### src/hdl/fan_pkg.sv
package fan_pkg;

	// tree geometry
	localparam int NUM_LEVELS = 5;
	localparam int NUM_PES = 1 << NUM_LEVELS;
	localparam int VN_W = $clog2(NUM_PES);
	localparam int NUM_ADDERS = NUM_PES - 1;
	localparam int CMD_W = 3;

	typedef enum logic [CMD_W-1:0] {
		CMD_IDLE       = 3'b000,
		CMD_BYPASS     = 3'b001,
		CMD_LEFT_DONE  = 3'b011,
		CMD_RIGHT_DONE = 3'b100,
		CMD_BOTH_DONE  = 3'b101
	} red_cmd_t;

	typedef logic [VN_W-1:0] vn_id_t;
	typedef logic [NUM_PES*VN_W-1:0] vn_vec_t; // leaf 0 in the low bits

	// first adder of a level in the flat add/cmd vectors
	function automatic int adder_base(int level);
		int base = 0;
		for (int j = 0; j < level; j++) begin
			base += NUM_PES >> (j + 1);
		end
		return base;
	endfunction

	function automatic int sel_side_w(int level);
		return $clog2(level);
	endfunction

	// selects exist from level 2 upwards only
	function automatic int sel_base(int level);
		int base = 0;
		for (int j = 2; j < level; j++) begin
			base += (NUM_PES >> (j + 1)) * 2 * sel_side_w(j);
		end
		return base;
	endfunction

	// leaves outside the array never match
	function automatic logic vn_match(vn_vec_t vn, int a, int b);
		if (a < 0 || a >= NUM_PES || b < 0 || b >= NUM_PES) begin
			return 1'b0;
		end
		return vn[a*VN_W +: VN_W] == vn[b*VN_W +: VN_W];
	endfunction

	localparam int SEL_W = sel_base(NUM_LEVELS); // 20 for 32 leaves

	typedef logic [NUM_ADDERS-1:0] add_vec_t;
	typedef logic [CMD_W*NUM_ADDERS-1:0] cmd_vec_t;
	typedef logic [SEL_W-1:0] sel_vec_t;

endpackage

### src/hdl/fan_level_delay.sv
`timescale 1ns/100ps

module fan_level_delay #(
	parameter int DEPTH = 1,
	parameter int WIDTH = 1
) (
	input  logic             clk,
	input  logic             rst_n,
	input  logic [WIDTH-1:0] i_d,
	output logic [WIDTH-1:0] o_q
);

	logic [DEPTH-1:0][WIDTH-1:0] stage_q; // stage 0 nearest the input

	always_ff @(posedge clk or negedge rst_n) begin
		if (!rst_n) begin
			stage_q <= '0;
		end else begin
			stage_q[0] <= i_d;
			for (int i = 1; i < DEPTH; i++) begin
				stage_q[i] <= stage_q[i-1];
			end
		end
	end

	assign o_q = stage_q[DEPTH-1];

endmodule

### src/hdl/fan_leaf_ctrl.sv
`timescale 1ns/100ps

module fan_leaf_ctrl import fan_pkg::*; (
	input  vn_vec_t                      i_vn,
	input  logic                         i_data_valid,
	output logic [NUM_PES/2-1:0]         o_add,
	output logic [CMD_W*(NUM_PES/2)-1:0] o_cmd
);

	localparam int NA = NUM_PES / 2;

	//####################################################################
	// level 0 adders, each one sees leaves 2x and 2x+1
	//####################################################################
	for (genvar x = 0; x < NA; x++) begin : g_adder
		localparam bit INNER = (x != 0) && (x != NA - 1);
		logic pair_eq;
		logic left_done;
		logic right_done;
		red_cmd_t cmd_x;

		assign pair_eq = vn_match(i_vn, 2*x, 2*x + 1);
		assign left_done = !vn_match(i_vn, 2*x - 1, 2*x); // leaf -1 counts as different
		assign right_done = !vn_match(i_vn, 2*x + 2, 2*x + 1);

		always_comb begin
			if (!i_data_valid) begin
				cmd_x = CMD_IDLE;
			end else if (pair_eq || !(left_done || right_done)) begin
				// partial sum just passes on
				cmd_x = INNER ? CMD_BYPASS : CMD_IDLE;
			end else if (left_done && right_done) begin
				cmd_x = CMD_BOTH_DONE;
			end else if (right_done) begin
				cmd_x = CMD_RIGHT_DONE;
			end else begin
				cmd_x = CMD_LEFT_DONE;
			end
		end

		assign o_add[x] = i_data_valid && pair_eq;
		assign o_cmd[CMD_W*x +: CMD_W] = cmd_x;
	end

endmodule

### src/hdl/fan_fwd_sel.sv
`timescale 1ns/100ps

module fan_fwd_sel import fan_pkg::*; #(
	parameter int LEVEL = 2,
	localparam int NA = NUM_PES >> (LEVEL + 1),
	localparam int SW = sel_side_w(LEVEL)
) (
	input  vn_vec_t              i_vn,
	input  logic                 i_data_valid,
	output logic [NA*2*SW-1:0]   o_sel
);

	localparam int H = 1 << LEVEL;

	//####################################################################
	// forwarding selects with the left field below the right field
	//####################################################################
	for (genvar x = 0; x < NA; x++) begin : g_adder
		localparam int L = 2 * H * x + H - 1;
		localparam int R = L + 1;
		logic [SW-1:0] left_sel;
		logic [SW-1:0] right_sel;

		// farthest leaf of the list wins, scanned last
		always_comb begin
			left_sel = SW'(LEVEL - 1);
			for (int k = LEVEL - 2; k >= 0; k--) begin
				if (vn_match(i_vn, L - (1 << (LEVEL - 1 - k)), L)) begin
					left_sel = SW'(k);
				end
			end
			if (!i_data_valid) begin
				left_sel = '0;
			end
		end

		always_comb begin
			right_sel = '0; // no match
			for (int j = 1; j < LEVEL; j++) begin
				if (vn_match(i_vn, R + (1 << j), R)) begin
					right_sel = SW'(j);
				end
			end
			if (!i_data_valid) begin
				right_sel = '0;
			end
		end

		assign o_sel[2*SW*x +: 2*SW] = {right_sel, left_sel};
	end

endmodule

### src/hdl/fan_node_ctrl.sv
`timescale 1ns/100ps

module fan_node_ctrl import fan_pkg::*; #(
	parameter int LEVEL = 1,
	localparam int NA = NUM_PES >> (LEVEL + 1),
	localparam int SEL_LW = (LEVEL >= 2) ? NA * 2 * sel_side_w(LEVEL) : 1
) (
	input  logic                 clk,
	input  logic                 rst_n,
	input  vn_vec_t              i_vn,
	input  logic                 i_data_valid,
	output logic [NA-1:0]        o_add,
	output logic [CMD_W*NA-1:0]  o_cmd,
	output logic [SEL_LW-1:0]    o_sel
);

	localparam int H = 1 << LEVEL; // leaves under one child
	localparam int CTRL_W = NA * (1 + CMD_W);

	wire logic [NA-1:0] lvl_add;
	wire logic [CMD_W*NA-1:0] lvl_cmd;

	//####################################################################
	// add enable and done command per adder
	//####################################################################
	for (genvar x = 0; x < NA; x++) begin : g_adder
		localparam int B = 2 * H * x;
		localparam int L = B + H - 1;
		localparam int R = B + H;
		logic left_done;
		logic right_done;
		red_cmd_t cmd_x;

		// left child finished its own vn
		assign left_done = vn_match(i_vn, B + H/2 - 1, B + H/2)
			&& !vn_match(i_vn, B + H/2 - 1, B - 1)
			&& !vn_match(i_vn, B + H/2, R);
		assign right_done = vn_match(i_vn, R + H/2 - 1, R + H/2)
			&& !vn_match(i_vn, R + H/2 - 1, L)
			&& !vn_match(i_vn, R + H/2, B + 2*H);

		always_comb begin
			if (!i_data_valid) begin
				cmd_x = CMD_IDLE;
			end else if (left_done && right_done) begin
				cmd_x = CMD_BOTH_DONE;
			end else if (left_done) begin
				cmd_x = CMD_LEFT_DONE;
			end else if (right_done) begin
				cmd_x = CMD_RIGHT_DONE;
			end else begin
				cmd_x = CMD_IDLE;
			end
		end

		assign lvl_add[x] = i_data_valid && vn_match(i_vn, L, R);
		assign lvl_cmd[CMD_W*x +: CMD_W] = cmd_x;
	end

	// diagonal delay, LEVEL+1 stages
	if (LEVEL >= 2) begin : g_sel
		logic [SEL_LW-1:0] sel;
		logic [CTRL_W+SEL_LW-1:0] dly_q;

		fan_fwd_sel #(.LEVEL(LEVEL)) u_fwd_sel (
			.i_vn(i_vn),
			.i_data_valid(i_data_valid),
			.o_sel(sel)
		);
		fan_level_delay #(.DEPTH(LEVEL + 1), .WIDTH(CTRL_W + SEL_LW)) u_delay (
			.clk(clk),
			.rst_n(rst_n),
			.i_d({sel, lvl_cmd, lvl_add}),
			.o_q(dly_q)
		);
		assign {o_sel, o_cmd, o_add} = dly_q;
	end else begin : g_no_sel
		logic [CTRL_W-1:0] dly_q;

		fan_level_delay #(.DEPTH(LEVEL + 1), .WIDTH(CTRL_W)) u_delay (
			.clk(clk),
			.rst_n(rst_n),
			.i_d({lvl_cmd, lvl_add}),
			.o_q(dly_q)
		);
		assign {o_cmd, o_add} = dly_q;
		assign o_sel = '0; // no forwarding below level 2
	end

endmodule

### src/hdl/fan_ctrl_top.sv
`timescale 1ns/100ps

module fan_ctrl_top import fan_pkg::*; (
	input  logic     clk,
	input  logic     rst_n,
	input  vn_vec_t  i_vn,
	input  logic     i_data_valid,
	output add_vec_t o_reduction_add,
	output cmd_vec_t o_reduction_cmd,
	output sel_vec_t o_reduction_sel,
	output logic     o_reduction_valid
);

	localparam int LEAF_NA = NUM_PES / 2;
	localparam int LEAF_W = LEAF_NA * (1 + CMD_W) + 1; // fields plus valid

	logic [LEAF_NA-1:0] leaf_add;
	logic [CMD_W*LEAF_NA-1:0] leaf_cmd;
	logic [LEAF_W-1:0] leaf_q;
	logic valid_d;
	wire add_vec_t add_d; // aligned, before the output register
	wire cmd_vec_t cmd_d;
	wire sel_vec_t sel_d;

	//####################################################################
	// level 0 and valid, one stage ahead of the output register
	//####################################################################
	fan_leaf_ctrl u_leaf (
		.i_vn(i_vn),
		.i_data_valid(i_data_valid),
		.o_add(leaf_add),
		.o_cmd(leaf_cmd)
	);

	fan_level_delay #(.DEPTH(1), .WIDTH(LEAF_W)) u_leaf_delay (
		.clk(clk),
		.rst_n(rst_n),
		.i_d({i_data_valid, leaf_cmd, leaf_add}),
		.o_q(leaf_q)
	);
	assign {valid_d, cmd_d[0 +: CMD_W*LEAF_NA], add_d[0 +: LEAF_NA]} = leaf_q;

	//####################################################################
	// upper levels
	//####################################################################
	for (genvar l = 1; l < NUM_LEVELS; l++) begin : g_level
		localparam int NA = NUM_PES >> (l + 1);

		if (l >= 2) begin : g_fwd
			fan_node_ctrl #(.LEVEL(l)) u_node (
				.clk(clk),
				.rst_n(rst_n),
				.i_vn(i_vn),
				.i_data_valid(i_data_valid),
				.o_add(add_d[adder_base(l) +: NA]),
				.o_cmd(cmd_d[CMD_W*adder_base(l) +: CMD_W*NA]),
				.o_sel(sel_d[sel_base(l) +: NA*2*sel_side_w(l)])
			);
		end else begin : g_plain
			fan_node_ctrl #(.LEVEL(l)) u_node (
				.clk(clk),
				.rst_n(rst_n),
				.i_vn(i_vn),
				.i_data_valid(i_data_valid),
				.o_add(add_d[adder_base(l) +: NA]),
				.o_cmd(cmd_d[CMD_W*adder_base(l) +: CMD_W*NA]),
				.o_sel()
			);
		end
	end

	always_ff @(posedge clk or negedge rst_n) begin
		if (!rst_n) begin
			o_reduction_add <= '0;
			o_reduction_cmd <= '0;
			o_reduction_sel <= '0;
			o_reduction_valid <= 1'b0;
		end else begin
			o_reduction_add <= add_d;
			o_reduction_cmd <= cmd_d;
			o_reduction_sel <= sel_d;
			o_reduction_valid <= valid_d; // lines up with level 0
		end
	end

endmodule

### config.mk
export PLATFORM = sky130hd
export DESIGN_NAME = fan_ctrl_top
export DESIGN_NICKNAME = d
export VERILOG_FILES = /design/src/hdl/fan_pkg.sv /design/src/hdl/fan_level_delay.sv /design/src/hdl/fan_leaf_ctrl.sv /design/src/hdl/fan_fwd_sel.sv /design/src/hdl/fan_node_ctrl.sv /design/src/hdl/fan_ctrl_top.sv
export SDC_FILE = /design/constraint.sdc
export NUM_CORES = 1
export LEC_CHECK = 0
export BUFFER_PORTS_ARGS = -buffer_cell sky130_fd_sc_hd__buf_2
export CORE_MARGIN = 8
export CORE_UTILIZATION = 41
export CTS_CLUSTER_DIAMETER = 50
export CTS_CLUSTER_SIZE = 20
export DETAILED_ROUTE_END_ITERATION = 8
export MAX_ROUTING_LAYER = met4
export SKIP_LAST_GASP = 1
export SYNTH_ARGS = -nofsm -noshare
export SYNTH_HDL_FRONTEND = slang
export SYNTH_SLANG_ARGS = --single-unit
export TNS_END_PERCENT = 100
### constraint.sdc
create_clock -name clk -period 0.8 [get_ports clk]
set_input_delay 0.04 -clock clk [delete_from_list [all_inputs] [get_ports clk]]
set_output_delay 0.04 -clock clk [all_outputs]
set_load 0.02 [all_outputs]
==> impl_metrics.tcl <==
set metrics [dict create \
    hold_path_class "in -> reg" \
    setup_ws_ns -0.358 \
    vias 11200 \
    fp.dieW_um 219 \
    ff2ff_setup_slack_ns 0.21 \
    drt_wl_total_um 48700 \
    post_synth.cell_area_avg_um2 13.5 \
    switching_share 0.259 \
    seq_area_frac_synth 0.665 \
    port_buffers 306 \
    violations "negative hold slack, negative setup slack" \
    syn2layout_area_growth_pct 42.9 \
    drc 0 \
    synth_nets 1412 \
    relSlewSlack 0.667 \
    regToRegEndpoint "g_level[3].g_fwd.u_node.g_sel.u_delay.stage_q[19]" \
    die_area_um2 47900 \
    cts_buffers 39 \
    nFillCells 3338 \
    io_pins 308 \
    synthArstFlopShare 1.00 \
    worst-path-max-fanout 1 \
    p_sw_uw 13000 \
    period_share 1.45 \
    seq_area_um2 11200 \
    grt_util_met3 0.0453 \
    r2r_start "g_level[3].g_fwd.u_node.g_sel.u_delay.stage_q[3]" \
    first_pass_iters 5 \
    p_int_uw 37300 \
    fin_crit_ns 1.16 \
    worstSetupPathType "reg -> out" \
    arrival_ns 1.12 \
    clock_path_buffers 3 \
    cp_slowest_cell "dfrtp_1" \
    rsz0062_at_grt "true" \
    initial_utilization 0.414 \
    grt_usage 0.212 \
    p_per_area_nw_per_um2 2090 \
    cp_top_family "flip-flops" \
    nets 1997 \
    synthFlopType "dfrtp_1" \
    grt.busiest_layer "met2" \
    path_buf_inv 1 \
    ys_seq_elements 448 \
    rows 74 \
    ant_nets 0 \
    dp_hpwl_um 38300 \
    maxCapViolations 0 \
    antenna_found_initial 10 \
    comb_power_share 0.136 \
    synth_warnings 0 \
    fmax_mhz 863 \
    routed_via_density 4.65 \
    grt_max_degree 57 \
    clockPowerShare 0.394 \
    rr_worst_depth 0 \
    die_y_um 219 \
    gr-total-overflow 0 \
    synthCells 1249 \
    multiInputGateArea_um2 5570 \
    setup_viol 154 \
    hold_viol_final 28 \
    clock-sinks 448 \
    synth_edf_count 0 \
    endpoint_kind "output pin" \
    cts_tree "built" \
    slowest_delay_ns 0.41 \
    slew_violations 0 \
    pwr-share-seq 0.470 \
    hp-start "i_vn[0]" \
    max-vdd-ir-drop_mv 1.54 \
    grt.met2_usage 0.319 \
    netlist_area_um2 16900 \
    dr.first_iter.drc_count 559 \
    yosys.cell_types.count 47 \
    clk_pin_slew_ns 0.07 \
    finalSetupTns_ns -45.96 \
    design.core.area_um2 40700 \
    crit_path_start_kind "flop" \
    skew_ns 0.0166 \
    met1_usage 0.288 \
    holdPathStages 4 \
    holdWs_ns -0.150 \
    layout-drive-gt1-share 0.407 \
    cts_root_buffer "clkbuf_16" \
    leakage_uw 0.0117 \
    htree_levels 2 \
    tightestPinTransition_ns 0.497 \
    status "finished, violations left" \
    drt-wirelength-per-cell_um 20.3 \
    path_cells "buf_6" \
    gp_congestion 0.890 \
    grt_pass1_wl_um 74600 \
    first_global_vias 12300 \
    cp.required_ns 0.76 \
    clock_latency_ns 0.56 \
]
-- cells in the final DEF (no fill, tap or decap), types with 6 or more instances in the layout --
cell type,n
clkinv_8,6
nor3_1,58
nand3_1,30
buf_6,145
and3_1,10
a31oi_1,14
dfrtp_1,448
nor2_1,60
dlygate4sd3_1,17
clkbuf_16,40
and4_1,14
a2111oi_2,7
nor4_1,10
nor2b_1,6
xnor2_2,14
buf_4,293
nand4_1,16
diode_2,12
xor2_1,176
o31a_1,6
buf_2,159
xnor2_1,183
nor3_2,16
nand2_1,16
buf_12,18
nand3_2,8
-- Yosys cell counts (all sizes together), types with 5 or more instances --
library cell,count,share of area
nor2b,6,0.0022
and3,10,0.0037
o21ai,5,0.0015
xnor2,197,0.10
nor3,76,0.023
buf,78,0.025
dfrtp,448,0.66
or2,6,0.0022
a31oi,15,0.0056
nor2,60,0.013
and2,5,0.0019
o31a,6,0.0031
clkbuf,17,0.0038
and4,14,0.0073
nor4,13,0.0052
nand3,38,0.011
a2111oi,12,0.0087
xor2,177,0.092
nand4,16,0.0059
nand2,17,0.0038
-- logic make-up after synthesis --
kind of cell    synth area share
flops                      0.665
xor+xnor                   0.194
simple gates              0.0823
buf+inv                   0.0298
compound gates            0.0285
other cells             0.000222
-- metrics by stage --
step | instance area, µm² | worst slack [ns] | cells | total power (µW) | util
after global routing | 24100 | -0.403 | 2403 | 52400 | 0.591
after detailed placement | 21400 | -0.909 | 2302 | 30400 | 0.525
after CTS | 23900 | -0.403 | 2392 | 50800 | 0.587
after global placement | 21400 | -0.871 | 2302 | 30300 | 0.525
final | 24100 | -0.358 | 2405 | 50300 | 0.592
after floorplan | 17700 | -0.394 | 1249 | 27300 | -
-- worst max-delay path by stage --
stage	startpoint	to	slack, ns	cells past startpoint
5_1_grt	o_reduction_cmd[74]	o_reduction_cmd[74]	-0.40	1
4_1_cts	o_reduction_cmd[16]	o_reduction_cmd[16]	-0.40	1
2_1_floorplan	i_vn[50]	u_leaf_delay.o_q[31]	-0.39	6
3_5_place_dp	i_vn[44]	flop	-0.91	5
3_3_place_gp	i_vn[44]	flop	-0.87	5
6_report	o_reduction_cmd[12]	o_reduction_cmd[12]	-0.36	1
-- power groups by stage --
stage	combinational [µW]	sequential, µW	clock [µW]
floorplan	3110	24200	0
global placement	6290	24000	0
detailed placement	6380	24000	0
CTS	6800	23600	20400
global route	7390	23700	21300
finish	6840	23600	19800
-- repair_timing --
item | in CTS | in global routing
endpoints found under the hold margin | 502 | 39
resized for setup | 292 | 34
setup buffers | 0 | 2
hold buffers | 22 | 5
setup endpoints to repair | 146 | 196
pin swaps | 0 | 8
-- final cells by class --
cell class | instances | share of cell area
inverter | 4 | 0.000623
antenna | 12 | 0.00125
sequential | 448 | 0.465
tap | 532 | 0.0276
timing repair buffer | 639 | 0.217
clock inverter | 27 | 0.0159
multi-input combinational | 702 | 0.231
clock buffer | 41 | 0.0417
-- worst min-delay path, delay by kind of cell --
kind                      cells  cell delay (ns)
and+or+nand+nor               1             0.11
buffers and inverters         1             0.08
xor gates and xnor gates      1             0.08
AOI/OAI and AO/OA             1             0.05
-- metal layers --
| metal | up-vias | wire [µm] | share of wire |
|---|---|---|---|
| li1 | 5258 | - | - |
| met1 | 5591 | 22400 | 0.46 |
| met2 | 262 | 22700 | 0.47 |
| met3 | 67 | 2600 | 0.053 |
| met4 | 0 | 1080 | 0.022 |
| met5 | - | 0 | 0 |
-- flip-flops by register name (all words and copies together) (netlist names) --
register	count
g_level.g_fwd.u_node.g_sel.u_delay.stage_q	128
g_level.g_plain.u_node.g_no_sel.u_delay.o_q	32
g_level.g_fwd.u_node.g_sel.u_delay.o_q	48
g_level.g_plain.u_node.g_no_sel.u_delay.stage_q	32
o_reduction_sel	20
o_reduction_add	31
u_leaf_delay.o_q	64
o_reduction_cmd	92
o_reduction_valid	1
Power figures use the tool's default switching activity.
